**src/design/fb_pkg.sv**
```systemverilog
// framebuffer demo package
// screen and framebuffer sizes, palette, shared structs and draw states

package fb_pkg;

    // display timing, 16x12 active area
    localparam int h_active = 16;
    localparam int h_fp     = 2;   // front porch
    localparam int h_sync   = 3;
    localparam int h_bp     = 3;   // back porch
    localparam int h_total  = h_active + h_fp + h_sync + h_bp;  // 24
    localparam int hs_start = h_active + h_fp;
    localparam int hs_end   = hs_start + h_sync;

    localparam int v_active = 12;
    localparam int v_fp     = 1;
    localparam int v_sync   = 2;
    localparam int v_bp     = 1;
    localparam int v_total  = v_active + v_fp + v_sync + v_bp;  // 16
    localparam int vs_start = v_active + v_fp;
    localparam int vs_end   = vs_start + v_sync;

    // framebuffer, one colour index per pixel
    localparam int fb_w      = 16;
    localparam int fb_h      = 12;
    localparam int fb_pixels = fb_w * fb_h;        // 192
    localparam int fb_addrw  = $clog2(fb_pixels);  // 8
    localparam int cidxw     = 4;
    localparam int chanw     = 4;
    localparam int colrw     = 3 * chanw;
    localparam int cordw     = 5;                  // unsigned screen coords

    // square and pipeline
    localparam int sq_size    = 4;
    localparam int sq_y       = 4;
    localparam int sq_span    = fb_w - sq_size + 1;  // 13 x positions
    localparam int sq_colours = 15;                  // indices 1..15
    localparam int cnt_wrap   = sq_span * sq_colours;
    localparam int lat_addr   = 2;  // draw coords to write address
    localparam int lat_pix    = 3;  // timing position to rgb out

    // fixed palette, entry 0 black
    localparam logic [colrw-1:0] palette [16] = '{
        12'h000, 12'hf00, 12'h0f0, 12'h00f,
        12'hff0, 12'h0ff, 12'hf0f, 12'hfff,
        12'h800, 12'h080, 12'h008, 12'h880,
        12'h088, 12'h808, 12'h888, 12'hf80
    };

    typedef struct packed {
        logic de;
        logic hsync;
        logic vsync;
    } sync_t;

    typedef struct packed {
        logic [chanw-1:0] r;
        logic [chanw-1:0] g;
        logic [chanw-1:0] b;
    } rgb_t;

    typedef struct packed {
        logic                we;
        logic [fb_addrw-1:0] addr;
        logic [cidxw-1:0]    cidx;
    } fb_wr_t;

    typedef enum logic [2:0] {
        st_idle,
        st_swap,
        st_clear,
        st_draw,
        st_done
    } draw_state_e;

endpackage

```
**src/design/bram_sdp.sv**
```systemverilog
// simple dual-port block RAM
// one write port, one registered read port, contents start at zero

`timescale 1ns/1ps

module bram_sdp #(
    parameter int width = 4,
    parameter int depth = 192
) (
    input  logic                     clk_sys,
    input  logic                     we,
    input  logic [$clog2(depth)-1:0] addr_write,
    input  logic [$clog2(depth)-1:0] addr_read,
    input  logic [width-1:0]         data_in,
    output logic [width-1:0]         data_out
);

    logic [width-1:0] mem [depth];

    // power-up contents, blank screen
    initial begin
        for (int i = 0; i < depth; i++) begin
            mem[i] = '0;
        end
    end

    always_ff @(posedge clk_sys) begin
        if (we) begin
            mem[addr_write] <= data_in;
        end
        data_out <= mem[addr_read];  // one cycle read latency
    end

endmodule

```
**src/design/display_timing.sv**
```systemverilog
// display timing for the 16x12 screen
// pixel and line counters, positive syncs, data enable, frame pulse

`timescale 1ns/1ps

module display_timing (
    input  logic                       clk_sys,
    input  logic                       rst_sys,
    output logic [fb_pkg::cordw-1:0]   sx,
    output logic [fb_pkg::cordw-1:0]   sy,
    output fb_pkg::sync_t              sync,
    output logic                       frame
);

    logic [fb_pkg::cordw-1:0] sx_n;  // next position
    logic [fb_pkg::cordw-1:0] sy_n;

    always_comb begin
        if (sx == fb_pkg::cordw'(fb_pkg::h_total - 1)) begin
            sx_n = '0;
            if (sy == fb_pkg::cordw'(fb_pkg::v_total - 1)) begin
                sy_n = '0;
            end else begin
                sy_n = sy + 1'b1;
            end
        end else begin
            sx_n = sx + 1'b1;
            sy_n = sy;
        end
    end

    // flags decoded from the next position so they line up with sx/sy
    always_ff @(posedge clk_sys) begin
        sx          <= sx_n;
        sy          <= sy_n;
        sync.de     <= (sx_n < fb_pkg::h_active) && (sy_n < fb_pkg::v_active);
        sync.hsync  <= (sx_n >= fb_pkg::hs_start) && (sx_n < fb_pkg::hs_end);
        sync.vsync  <= (sy_n >= fb_pkg::vs_start) && (sy_n < fb_pkg::vs_end);
        frame       <= (sx_n == '0) && (sy_n == fb_pkg::cordw'(fb_pkg::v_active));
        if (rst_sys) begin
            sx          <= '0;
            sy          <= '0;
            sync.de     <= 1'b1;  // (0,0) is an active pixel
            sync.hsync  <= 1'b0;
            sync.vsync  <= 1'b0;
            frame       <= 1'b0;
        end
    end

    // horizontal counter wraps before h_total
    a_sx_range: assert property (@(posedge clk_sys) disable iff (rst_sys)
        sx < fb_pkg::h_total)
    else $error("sx out of range: %0d", sx);

endmodule

```
**src/design/draw_ctrl.sv**
```systemverilog
// draw controller
// per frame: swap banks, clear back bank, render a moving 4x4 square

`timescale 1ns/1ps

module draw_ctrl (
    input  logic           clk_sys,
    input  logic           rst_sys,
    input  logic           frame,
    output fb_pkg::fb_wr_t fb_wr,
    output logic           swap
);

    fb_pkg::draw_state_e state;

    logic [fb_pkg::fb_addrw-1:0]          clr_addr;   // linear clear address
    logic [$clog2(fb_pkg::cnt_wrap)-1:0]  frame_cnt;  // draws so far, wrapped
    logic [fb_pkg::cordw-1:0]             sq_x0;      // left edge this draw
    logic [fb_pkg::cidxw-1:0]             sq_cidx;    // colour this draw

    // renderer handshake
    logic start;
    logic done;
    logic drawing;
    logic [fb_pkg::cordw-1:0] drx;  // draw coords
    logic [fb_pkg::cordw-1:0] dry;

    // address pipeline
    logic [fb_pkg::cordw-1:0]    ax_p1;
    logic [fb_pkg::fb_addrw-1:0] ay_p1;     // row base, y * fb_w
    logic [fb_pkg::fb_addrw-1:0] addr_rnd;
    logic [fb_pkg::lat_addr-1:0] we_sr;     // drawing delayed to match addr

    assign swap = (state == fb_pkg::st_swap);  // single cycle, idle -> swap

    // draw k goes to the back bank and becomes front at the next swap
    always_ff @(posedge clk_sys) begin
        start <= 1'b0;
        case (state)
            fb_pkg::st_idle: begin
                if (frame) state <= fb_pkg::st_swap;
            end
            fb_pkg::st_swap: begin
                state    <= fb_pkg::st_clear;
                clr_addr <= '0;
            end
            fb_pkg::st_clear: begin
                clr_addr <= clr_addr + 1'b1;
                if (clr_addr == fb_pkg::fb_addrw'(fb_pkg::fb_pixels - 1)) begin
                    state   <= fb_pkg::st_draw;
                    start   <= 1'b1;
                    // latch square position and colour for this draw
                    sq_x0   <= fb_pkg::cordw'(frame_cnt % fb_pkg::sq_span);
                    sq_cidx <= fb_pkg::cidxw'(1 + frame_cnt % fb_pkg::sq_colours);
                    if (frame_cnt == ($bits(frame_cnt))'(fb_pkg::cnt_wrap - 1)) begin
                        frame_cnt <= '0;
                    end else begin
                        frame_cnt <= frame_cnt + 1'b1;
                    end
                end
            end
            fb_pkg::st_draw: begin
                if (done) state <= fb_pkg::st_done;
            end
            fb_pkg::st_done: state <= fb_pkg::st_idle;
            default: state <= fb_pkg::st_idle;
        endcase
        if (rst_sys) begin
            state     <= fb_pkg::st_idle;
            start     <= 1'b0;
            frame_cnt <= '0;
        end
    end

    // square renderer, one pixel per cycle, row by row
    always_ff @(posedge clk_sys) begin
        done <= 1'b0;
        if (start) begin
            drawing <= 1'b1;
            drx     <= sq_x0;
            dry     <= fb_pkg::cordw'(fb_pkg::sq_y);
        end else if (drawing) begin
            if (drx == sq_x0 + fb_pkg::cordw'(fb_pkg::sq_size - 1)) begin
                drx <= sq_x0;  // next row
                if (dry == fb_pkg::cordw'(fb_pkg::sq_y + fb_pkg::sq_size - 1)) begin
                    drawing <= 1'b0;
                    done    <= 1'b1;  // last pixel issued
                end else begin
                    dry <= dry + 1'b1;
                end
            end else begin
                drx <= drx + 1'b1;
            end
        end
        if (rst_sys) begin
            drawing <= 1'b0;
            done    <= 1'b0;
        end
    end

    // addr = y * fb_w + x over two stages
    always_ff @(posedge clk_sys) begin
        ax_p1    <= drx;
        ay_p1    <= fb_pkg::fb_addrw'(dry * fb_pkg::fb_w);
        addr_rnd <= ay_p1 + fb_pkg::fb_addrw'(ax_p1);
    end

    always_ff @(posedge clk_sys) begin
        we_sr <= {drawing, we_sr[fb_pkg::lat_addr-1:1]};
        if (rst_sys) we_sr <= '0;
    end

    // clear and render share the write port
    always_ff @(posedge clk_sys) begin
        fb_wr.we   <= (state == fb_pkg::st_clear) || we_sr[0];
        fb_wr.addr <= (state == fb_pkg::st_clear) ? clr_addr : addr_rnd;
        fb_wr.cidx <= (state == fb_pkg::st_clear) ? '0 : sq_cidx;  // clear to black
        if (rst_sys) fb_wr.we <= 1'b0;
    end

    // whole draw sequence fits between frame pulses
    a_frame_in_idle: assert property (@(posedge clk_sys) disable iff (rst_sys)
        frame |-> state == fb_pkg::st_idle)
    else $error("frame pulse while drawing, state %s", state.name());

    a_wr_addr: assert property (@(posedge clk_sys) disable iff (rst_sys)
        fb_wr.we |-> fb_wr.addr < fb_pkg::fb_pixels)
    else $error("write address out of range: %0d", fb_wr.addr);

endmodule

```
**src/design/fb_double.sv**
```systemverilog
// double framebuffer
// draw side writes the back bank, display side reads the front bank

`timescale 1ns/1ps

module fb_double (
    input  logic                       clk_sys,
    input  logic                       rst_sys,
    input  fb_pkg::fb_wr_t             fb_wr,
    input  logic                       swap,
    input  logic [fb_pkg::cordw-1:0]   sx,
    input  logic [fb_pkg::cordw-1:0]   sy,
    input  logic                       de,
    output logic [fb_pkg::cidxw-1:0]   cidx_rd
);

    logic                        front;    // bank shown on screen
    logic [1:0]                  we_bank;
    logic [fb_pkg::fb_addrw-1:0] addr_rd;
    logic [fb_pkg::cidxw-1:0]    rd_0;
    logic [fb_pkg::cidxw-1:0]    rd_1;

    always_ff @(posedge clk_sys) begin
        if (swap) front <= ~front;
        if (rst_sys) front <= 1'b0;
    end

    // writes only ever reach the back bank
    assign we_bank[0] = fb_wr.we && front;
    assign we_bank[1] = fb_wr.we && !front;

    // linear read address, parked at 0 in blanking
    assign addr_rd = de ? fb_pkg::fb_addrw'(sy * fb_pkg::fb_w + sx) : '0;

    bram_sdp #(
        .width (fb_pkg::cidxw),
        .depth (fb_pkg::fb_pixels)
    ) bram_0_inst (
        .clk_sys    (clk_sys),
        .we         (we_bank[0]),
        .addr_write (fb_wr.addr),
        .addr_read  (addr_rd),
        .data_in    (fb_wr.cidx),
        .data_out   (rd_0)
    );

    bram_sdp #(
        .width (fb_pkg::cidxw),
        .depth (fb_pkg::fb_pixels)
    ) bram_1_inst (
        .clk_sys    (clk_sys),
        .we         (we_bank[1]),
        .addr_write (fb_wr.addr),
        .addr_read  (addr_rd),
        .data_in    (fb_wr.cidx),
        .data_out   (rd_1)
    );

    // second cycle of read latency
    always_ff @(posedge clk_sys) begin
        cidx_rd <= front ? rd_1 : rd_0;
    end

    // a write on the flip edge would land in the new front bank
    a_no_wr_on_swap: assert property (@(posedge clk_sys) disable iff (rst_sys)
        swap |-> !fb_wr.we)
    else $error("framebuffer write during bank swap, addr %0d", fb_wr.addr);

endmodule

```
**src/design/pixel_out.sv**
```systemverilog
// pixel output stage
// palette lookup, blanking and sync alignment to the rgb path

`timescale 1ns/1ps

module pixel_out (
    input  logic                       clk_sys,
    input  logic                       rst_sys,
    input  logic [fb_pkg::cidxw-1:0]   cidx_rd,
    input  fb_pkg::sync_t              sync,
    output fb_pkg::sync_t              vga_sync,
    output fb_pkg::rgb_t               vga_rgb
);

    // sync delay line, last stage lines up with cidx_rd
    fb_pkg::sync_t sync_d [fb_pkg::lat_pix-1];

    always_ff @(posedge clk_sys) begin
        sync_d[0] <= sync;
        for (int i = 1; i < fb_pkg::lat_pix - 1; i++) begin
            sync_d[i] <= sync_d[i-1];
        end
        vga_sync <= sync_d[fb_pkg::lat_pix-2];  // lat_pix after timing
        if (sync_d[fb_pkg::lat_pix-2].de) begin
            vga_rgb <= fb_pkg::rgb_t'(fb_pkg::palette[cidx_rd]);
        end else begin
            vga_rgb <= '0;  // black in blanking
        end
        if (rst_sys) begin
            for (int i = 0; i < fb_pkg::lat_pix - 1; i++) begin
                sync_d[i] <= '0;
            end
            vga_sync <= '0;
            vga_rgb  <= '0;
        end
    end

endmodule

```
**src/design/demo_top.sv**
```systemverilog
// double-buffered square demo, top level
// timing, draw controller, framebuffer and vga output on clk_sys

`timescale 1ns/1ps

module demo_top (
    input  logic          clk_sys,
    input  logic          rst_sys,
    output fb_pkg::sync_t vga_sync,
    output fb_pkg::rgb_t  vga_rgb
);

    logic [fb_pkg::cordw-1:0] sx;     // screen position
    logic [fb_pkg::cordw-1:0] sy;
    fb_pkg::sync_t            sync;
    logic                     frame;  // start of vertical blanking

    fb_pkg::fb_wr_t           fb_wr;  // back-bank write
    logic                     swap;
    logic [fb_pkg::cidxw-1:0] cidx_rd;

    display_timing display_timing_inst (
        .clk_sys (clk_sys),
        .rst_sys (rst_sys),
        .sx      (sx),
        .sy      (sy),
        .sync    (sync),
        .frame   (frame)
    );

    draw_ctrl draw_ctrl_inst (
        .clk_sys (clk_sys),
        .rst_sys (rst_sys),
        .frame   (frame),
        .fb_wr   (fb_wr),
        .swap    (swap)
    );

    fb_double fb_double_inst (
        .clk_sys (clk_sys),
        .rst_sys (rst_sys),
        .fb_wr   (fb_wr),
        .swap    (swap),
        .sx      (sx),
        .sy      (sy),
        .de      (sync.de),
        .cidx_rd (cidx_rd)
    );

    pixel_out pixel_out_inst (
        .clk_sys  (clk_sys),
        .rst_sys  (rst_sys),
        .cidx_rd  (cidx_rd),
        .sync     (sync),
        .vga_sync (vga_sync),
        .vga_rgb  (vga_rgb)
    );

endmodule

```
**config.mk**
```make
export PLATFORM = sky130hd
export DESIGN_NAME = demo_top
export DESIGN_NICKNAME = d
export VERILOG_FILES = /design/src/design/fb_pkg.sv /design/src/design/bram_sdp.sv /design/src/design/display_timing.sv /design/src/design/draw_ctrl.sv /design/src/design/fb_double.sv /design/src/design/pixel_out.sv /design/src/design/demo_top.sv
export SDC_FILE = /design/constraint.sdc
export NUM_CORES = 2
export LEC_CHECK = 0
export BUFFER_PORTS_ARGS = -buffer_cell sky130_fd_sc_hd__buf_2
export CAP_MARGIN = 20
export CORE_MARGIN = 1
export CORE_UTILIZATION = 50
export CTS_BUF_LIST = sky130_fd_sc_hd__clkbuf_2
export CTS_CLUSTER_DIAMETER = 40
export DETAILED_ROUTE_END_ITERATION = 10
export PLACE_DENSITY_LB_ADDON = 0.1
export SLEW_MARGIN = 20
export SYNTH_ARGS = -nofsm -noshare
export SYNTH_HDL_FRONTEND = slang
export SYNTH_SLANG_ARGS = --single-unit
export TNS_END_PERCENT = 30
```
**constraint.sdc**
```tcl
create_clock -name clk_sys -period 13.88 [get_ports clk_sys]
set_input_delay 2.776 -clock clk_sys [delete_from_list [all_inputs] [get_ports clk_sys]]
set_output_delay 2.776 -clock clk_sys [all_outputs]
set_load 0.01 [all_outputs]
```
# Word level (Yosys, flattened, before mapping)
# Memories as Yosys holds them, arrays and structs flattened. A register that Yosys moved wholly into a read port is not among the register bits.
# Cells that the tools add are included.
[totals]
register_bits = 95
ramBits = 1542
in_bits = 2
output_inout_bits = 15
wordCells = 119
mem_count = 4
romBits = 192
[mem_list]
columns = ["name", "words", "width", "rd", "rd_clocked_by_memory_dff", "wr", "line", "text"]
rows = [
  ["fb_double_inst.bram_0_inst.mem", 192, 4, 1, 1, 1, "bram_sdp.sv:18", "logic [width-1:0] mem [depth];"],
  ["fb_double_inst.bram_1_inst.mem", 192, 4, 1, 1, 1, "bram_sdp.sv:18", ""],
  ["(no name shown)", 16, 12, 1, 1, 0, "pixel_out.sv:25", "vga_rgb <= fb_pkg::rgb_t'(fb_pkg::palette[cidx_rd]);"],
  ["pixel_out_inst.sync_d", 2, 3, 2, 0, 2, "pixel_out.sv:16", "fb_pkg::sync_t sync_d [fb_pkg::lat_pix-1];"],
]
[op_classes]
muxes = 29
n_eq_ne = 13
n_addsub = 10
magnitude_cmp = 6
div_mod_pow = 2
n_reduce_logical = 18
bitwise_logic = 9
[op_table]
columns = ["op", "n"]
rows = [
  ["$mod A8 B4 Y32 const B", 2],
  ["$mux W5", 6],
  ["$mux W8", 3],
  ["$add A5 B1 Y5 const B", 4],
  ["$add A8 B1 Y8 const B", 2],
  ["$add A8 B5 Y8", 2],
  ["$eq A8 B8 Y1 const B", 2],
  ["$pmux W8 S2", 1],
  ["$mux W3", 5],
  ["$mux W1", 12],
  ["$pmux W3 S4", 1],
  ["$eq A5 B4 Y1 const B", 2],
  ["$lt A5 B4 Y1 const B", 2],
  ["$lt A5 B5 Y1 const B", 2],
  ["$eq A3 B2 Y1 const B", 2],
  ["$logic_and A1 B1 Y1", 6],
  ["$not A1 Y1", 6],
  ["$reduce_and A3 Y1", 2],
  ["$add A5 B2 Y5 const B", 1],
  ["$eq A5 B3 Y1 const B", 1],
  ["$eq A5 B5 Y1", 1],
  ["$eq A5 B5 Y1 const B", 1],
  ["$ge A5 B4 Y1 const B", 1],
  ["$ge A5 B5 Y1 const B", 1],
  ["15 further kinds", 19],
]

# Logic depth before layout (Yosys ltp)
[logic_depth]
depth_word = 5
ltp_mapped = 24
mapped_depth_nobuf = 23

# Modules after synthesis
# A second synthesis with hierarchy kept.
[hier_totals]
hier_cells = 3780
hier_area_um2 = 67493.5
[modules_own_cells]
columns = ["mod", "n_inst", "area_each_um2", "cells_each"]
rows = [
  ["bram_sdp", 2, 30630.6, 1551],
  ["draw_ctrl", 1, 4631.9, 516],
  ["display_timing", 1, 669.4, 75],
  ["pixel_out", 1, 628.1, 59],
  ["fb_double", 1, 302.8, 28],
]

# Worst setup path after synthesis
# OpenSTA, ideal clock, no wires.
[synth_path]
path_kind = "register -> register"
startpoint = "register draw_ctrl_inst.fb_wr[0] (netlist name)"
endpoint = "memory fb_double_inst.bram_0_inst.mem[0][0], data pin"
arrival_ns = 4.940
t_required_ns = 12.701
setup_ns = 1.179
setup_slack_ns = 7.761
synth_period_minus_slack_ns = 6.119
path_buffers = 0
stages_incl_launch_ff = 1
path_cell_list = "dfxtp_1"
[synth_rtl]
columns = ["item", "line"]
rows = [
  ["to (decl)", "bram_sdp.sv:18"],
]
# Straight into the memory's write port.

# Final worst setup path
[layout_path]
startpoint = "register draw_ctrl_inst.frame_cnt[6] (netlist bit)"
endpoint = "register draw_ctrl_inst.sq_x0[1] (netlist bit), data pin"
[layout_between]
elab_chain_len = 1
[layout_rtl]
columns = ["item", "line", "text"]
rows = [
  ["from (decl)", "draw_ctrl.sv:17", "logic [$clog2(fb_pkg::cnt_wrap)-1:0] frame_cnt;"],
  ["from (signal assigned)", "draw_ctrl.sv:58", "frame_cnt <= frame_cnt + 1'b1;"],
  ["$mod A8 B4 Y32", "draw_ctrl.sv:53", "sq_x0 <= fb_pkg::cordw'(frame_cnt % fb_pkg::sq_span);"],
  ["to (signal assigned)", "draw_ctrl.sv:53", ""],
  ["to (decl)", "draw_ctrl.sv:18", "logic [fb_pkg::cordw-1:0] sq_x0;"],
]
# No other way between the ends.
# A chain may end at the register's enable or synchronous reset.

==> flow_results.xml <==
<?xml version="1.0" encoding="UTF-8"?>
<metrics>
  <group name="logic_synthesis">
    <metric name="total_of_warnings_raised_by_yosys" unit="">0</metric>
    <metric name="synthDistinctLibCells" unit="">77</metric>
    <metric name="mappedNetlistNets" unit="">4087</metric>
    <metric name="post_synth_mux_area_share" unit="">0.132</metric>
    <metric name="synth_area" unit="um^2">67000</metric>
    <metric name="synth_async_sr_flop_share" unit="">0</metric>
    <metric name="largest_family_of_logic_cells_by_synthesized_area" unit="">multiplexers</metric>
    <metric name="synthSimpleGateAreaFrac" unit="">0.0563</metric>
    <metric name="synth_xor_area_frac" unit="">0.00652</metric>
    <metric name="postSynth.topFlopCell" unit="">sky130_fd_sc_hd__edfxtp_1</metric>
    <metric name="synth.largest_area_cell" unit="">sky130_fd_sc_hd__edfxtp_1</metric>
    <metric name="synth.top_cells.by_area" unit="">sky130_fd_sc_hd__edfxtp_1 70%, sky130_fd_sc_hd__mux4_2 9.4%, sky130_fd_sc_hd__mux2i_1 3.6%</metric>
    <metric name="post_synth_inst_count" unit="">4057</metric>
    <metric name="synth_top_area_frac" unit="">0.698</metric>
    <metric name="synth_area_per_cell" unit="um^2">16.5</metric>
    <metric name="synth_sequential_area_ratio" unit="">0.726</metric>
    <metric name="synth_edf_count" unit="">1558</metric>
    <metric name="ys_ff_latch" unit="">1651</metric>
    <metric name="post_synth_fa_ha_maj_area_fraction" unit="">0.00523</metric>
    <metric name="complex_gate_fraction_of_the_synthesized_area" unit="">0.0558</metric>
  </group>
  <group name="floorplan">
    <metric name="fp.dieH" unit="um">368</metric>
    <metric name="initial_core_util" unit="">0.507</metric>
    <metric name="die_area" unit="um^2">135000</metric>
    <metric name="placementRows" unit="">133</metric>
    <metric name="dieWidth" unit="um">368</metric>
    <metric name="design.core.area" unit="um^2">132000</metric>
    <metric name="io_pins" unit="">17</metric>
  </group>
  <group name="routing">
    <metric name="via_count" unit="">36800</metric>
    <metric name="post_detailed_route_wirelength_per_cell" unit="um">25.1</metric>
    <metric name="drc_errors" unit="">0</metric>
    <metric name="route.antenna.remaining_nets" unit="">0</metric>
    <metric name="dr.first_iter.drc_count" unit="">3083</metric>
    <metric name="vias_per_cell" unit="">5.80</metric>
    <metric name="first_pass_iters" unit="">6</metric>
    <metric name="drt-total-wl" unit="mm">160</metric>
  </group>
  <group name="global_route">
    <metric name="antenna_found_initial" unit="">5</metric>
    <metric name="global_route_usage_over_all_layers" unit="">0.238</metric>
    <metric name="pin_count_of_the_biggest_net_entering_global_routing" unit="">223</metric>
    <metric name="vias_in_the_first_global_route" unit="">37600</metric>
    <metric name="grt-ovfl-total" unit="">0</metric>
    <metric name="grt_pass1_wl" unit="mm">238</metric>
  </group>
  <group name="finish">
    <metric name="drive_above_1_share" unit="">0.232</metric>
    <metric name="fin_nets" unit="">4305</metric>
    <metric name="flow.area_growth_from_synthesis" unit="%">8.15</metric>
    <metric name="filler_cell_count" unit="">10800</metric>
    <metric name="fin_area" unit="um^2">72400</metric>
  </group>
  <group name="clocking">
    <metric name="htree_num_levels" unit="">5</metric>
    <metric name="tritoncts" unit="">done</metric>
    <metric name="tritoncts_num_sinks" unit="">1651</metric>
    <metric name="bufs_on_longest_clock_path" unit="">4</metric>
    <metric name="cts_inserted_buffers" unit="">422</metric>
    <metric name="post_cts_resize_count" unit="">0</metric>
    <metric name="clk_latency" unit="ns">1.78</metric>
    <metric name="cts_setup_buffers" unit="">0</metric>
    <metric name="post_cts_hold_buffer_count" unit="">0</metric>
    <metric name="clk_pin_slew" unit="ns">0.11</metric>
    <metric name="clock_root_buffer" unit="">sky130_fd_sc_hd__clkbuf_2</metric>
  </group>
  <group name="timing">
    <metric name="finalCriticalPeriod" unit="ns">5.67</metric>
    <metric name="min_period_over_period" unit="">0.409</metric>
    <metric name="setup_violations" unit="">0</metric>
    <metric name="final_worst_clock_skew" unit="ns">0.139</metric>
    <metric name="hold_ws" unit="ns">0.342</metric>
    <metric name="final-max-slew-violation-count" unit="">0</metric>
    <metric name="fin_setup_tns" unit="ns">0</metric>
    <metric name="grt_setup_unrepaired" unit="">false</metric>
    <metric name="worst-slew-pin-transition" unit="ns">1.19</metric>
    <metric name="layout_setup_ws" unit="ns">8.21</metric>
    <metric name="timing_hold_violations_final" unit="">0</metric>
    <metric name="fmax" unit="MHz">176</metric>
    <metric name="slew-limit-headroom" unit="">0.204</metric>
  </group>
  <group name="place">
    <metric name="port-buffer-count" unit="">16</metric>
    <metric name="dp_area" unit="um^2">68700</metric>
    <metric name="dpl.hpwl" unit="mm">92.3</metric>
    <metric name="pre_cts_setup_slack" unit="ns">8.23</metric>
    <metric name="gp_congestion" unit="">0.823</metric>
  </group>
  <group name="power_and_ir_drop">
    <metric name="switching_power_as_a_share_of_total_power" unit="">0.242</metric>
    <metric name="power.combinational.fraction" unit="">0.047</metric>
    <metric name="clockPowerShare" unit="">0.356</metric>
    <metric name="power_switching" unit="uW">2180</metric>
    <metric name="peak_supply_drop" unit="uV">95.1</metric>
    <metric name="static_leakage" unit="uW">0.0243</metric>
    <metric name="sequentialPowerShare" unit="">0.597</metric>
    <metric name="post-layout-total-power" unit="uW">9010</metric>
    <metric name="power.density_cell_area" unit="nW/um^2">124</metric>
    <metric name="internal-power" unit="uW">6830</metric>
  </group>
  <group name="worst_setup_path">
    <metric name="crit_family" unit="">compound AO/OA/AOI/OAI gates</metric>
    <metric name="timing.setup.critical_path_class" unit="">reg -&gt; reg</metric>
    <metric name="timing.critical_path.slowest_stage_cell" unit="">sky130_fd_sc_hd__dfxtp_1</metric>
    <metric name="cp-start-kind" unit="">flip-flop</metric>
    <metric name="critical_path_buf_inv_count" unit="">2</metric>
    <metric name="cp_cell_sequence" unit="">o21ai_0 -&gt; inv_1 -&gt; ha_1 -&gt; a21bo_2 -&gt; a21oi_1 -&gt; o211ai_1 -&gt; nor3_1 -&gt; o21ai_0 -&gt; ha_1 -&gt; inv_1 -&gt; a21oi_1 -&gt; o2bb2a_1 -&gt; o22ai_2 -&gt; or3_1 -&gt; nand2_1 -&gt; ha_1 -&gt; nor2b_1 -&gt; a21oi_1 -&gt; mux2i_1 -&gt; and3_1 -&gt; mux2i_1</metric>
    <metric name="critical_path_arrival" unit="ns">7.28</metric>
    <metric name="cp_endpoint_kind" unit="">flip-flop</metric>
    <metric name="cp_data_required_time" unit="ns">15.49</metric>
    <metric name="max_stage_delay" unit="ns">0.99</metric>
    <metric name="critPathMaxFanout" unit="">32</metric>
  </group>
  <group name="run">
    <metric name="maxCapViolations" unit="">0</metric>
  </group>
  <group name="status">
    <metric name="status" unit="">complete, no violations</metric>
  </group>
  <group name="worst_hold_path">
    <metric name="worstHoldPathType" unit="">reg -&gt; reg</metric>
  </group>
</metrics>
==> synthesized netlist by cell type, drive strengths merged, types with 13 or more instances <==
library cell,instances
ha,28
nand2b,13
nand2,229
and2,17
a21oi,39
mux4,280
a31oi,28
o22ai,135
dfxtp,93
o21ai,287
buf,92
nor2b,24
xnor2,32
nand3,64
nor2,449
a311oi,19
and3,28
clkbuf,193
xor2,17
mux2i,242
edfxtp,1558
inv,19
o211ai,61
==> placed cells by master (no fill, tap or decap), types with 13 or more instances in the layout <==
cell type	count
sky130_fd_sc_hd__a21oi_1	39
sky130_fd_sc_hd__a311oi_1	17
sky130_fd_sc_hd__a31oi_1	27
sky130_fd_sc_hd__and2_1	16
sky130_fd_sc_hd__and3_1	28
sky130_fd_sc_hd__buf_2	16
sky130_fd_sc_hd__buf_4	61
sky130_fd_sc_hd__clkbuf_2	620
sky130_fd_sc_hd__clkinv_1	86
sky130_fd_sc_hd__clkinv_2	19
sky130_fd_sc_hd__dfxtp_1	86
sky130_fd_sc_hd__edfxtp_1	1558
sky130_fd_sc_hd__ha_1	28
sky130_fd_sc_hd__inv_1	19
sky130_fd_sc_hd__mux2i_1	242
sky130_fd_sc_hd__mux4_2	280
sky130_fd_sc_hd__nand2_1	214
sky130_fd_sc_hd__nand2b_1	13
sky130_fd_sc_hd__nand3_1	57
sky130_fd_sc_hd__nor2_1	448
sky130_fd_sc_hd__nor2b_1	24
sky130_fd_sc_hd__o211ai_1	61
sky130_fd_sc_hd__o21ai_0	286
sky130_fd_sc_hd__o22ai_1	134
sky130_fd_sc_hd__xnor2_1	31
sky130_fd_sc_hd__xor2_1	17
==> stage by stage <==
stage	std cells	util
finish	6348	0.548
global route	6346	0.548
CTS	6342	0.548
detailed placement	5606	0.520
global placement	5606	0.520
floorplan	4057	-
==> layout make-up <==
cell class | instances | area [um^2] | area share
Sequential cell | 1651 | 48700 | 0.672
Multi-Input combinational cell | 2102 | 17200 | 0.238
Clock buffer | 620 | 3100 | 0.0428
Tap cell | 1755 | 2200 | 0.0303
Clock inverter | 116 | 603 | 0.00832
Timing Repair Buffer | 79 | 578 | 0.00798
Inverter | 19 | 71.3 | 0.000984
Antenna cell | 6 | 15.0 | 0.000207
==> power groups by stage <==
stage | combinational (uW) | sequential, uW | clock [uW]
floorplan | 316 | 5480 | 0
global placement | 430 | 5490 | 0
detailed placement | 431 | 5490 | 0
CTS | 432 | 5380 | 3320
global route | 460 | 5380 | 3540
finish | 426 | 5380 | 3210
==> worst reg2reg max path: cells and delay by family (launching register included) <==
kind            cells  cell delay (ns)
simple gates        5             1.41
buf+inv             2             0.20
fa+ha+maj           3             0.73
mux                 2             0.45
compound gates      9             1.79
flops               1             0.99
==> per-layer routing <==
metal / vias to the layer above / wire, um / part of all wire / GRT usage
met2: 1328 / 77800 / 0.49 / 0.380
met4: 2 / 5150 / 0.032 / 0.0989
met1: 18500 / 65800 / 0.41 / 0.317
met3: 336 / 10700 / 0.067 / 0.0512
met5: - / 19 / 0.00012 / 0
li1: 16700 / - / - / -
==> final timing paths <==
check | depth (start not counted) | to | from | slack (ns)
setup reg to reg | 21 | draw_ctrl_inst.sq_x0[1]$_DFFE_PP_ | draw_ctrl_inst.frame_cnt[6]$_SDFFE_PP0P_ | 8.21
hold / removal | 0 | draw_ctrl_inst.addr_rnd[3]$_DFF_P_ | draw_ctrl_inst.ax_p1[3]$_DFF_P_ | 0.34
hold reg to reg | 0 | draw_ctrl_inst.addr_rnd[3]$_DFF_P_ | draw_ctrl_inst.ax_p1[3]$_DFF_P_ | 0.34
setup / recovery | 21 | draw_ctrl_inst.sq_x0[1]$_DFFE_PP_ | draw_ctrl_inst.frame_cnt[6]$_SDFFE_PP0P_ | 8.21
==> sequential cells by signal, indices dropped and copies added (netlist names), 4 cells and up <==
register                             cells
display_timing_inst.sx                   5
display_timing_inst.sy                   5
draw_ctrl_inst.addr_rnd                  8
draw_ctrl_inst.ax_p1                     5
draw_ctrl_inst.ay_p1                     4
draw_ctrl_inst.clr_addr                  8
draw_ctrl_inst.drx                       5
draw_ctrl_inst.dry                       5
draw_ctrl_inst.fb_wr                    13
draw_ctrl_inst.frame_cnt                 8
draw_ctrl_inst.sq_cidx                   4
draw_ctrl_inst.sq_x0                     5
fb_double_inst.bram_0_inst.data_out      4
fb_double_inst.bram_0_inst.mem         768
fb_double_inst.bram_1_inst.data_out      4
fb_double_inst.bram_1_inst.mem         768
fb_double_inst.cidx_rd                   4
pixel_out_inst.sync_d                    6
pixel_out_inst.vga_rgb                   6
==> cells by family (layout without fill, tap and decap cells) <==
group | Yosys count | after routing
simple gates | 879 | 879
compound gates | 616 | 616
flops | 1651 | 1651
buf+inv | 304 | 834
mux | 530 | 530
fa+ha+maj | 28 | 28
other cells | 0 | 6
xor+xnor | 49 | 49
Power figures use the tool's default switching activity.
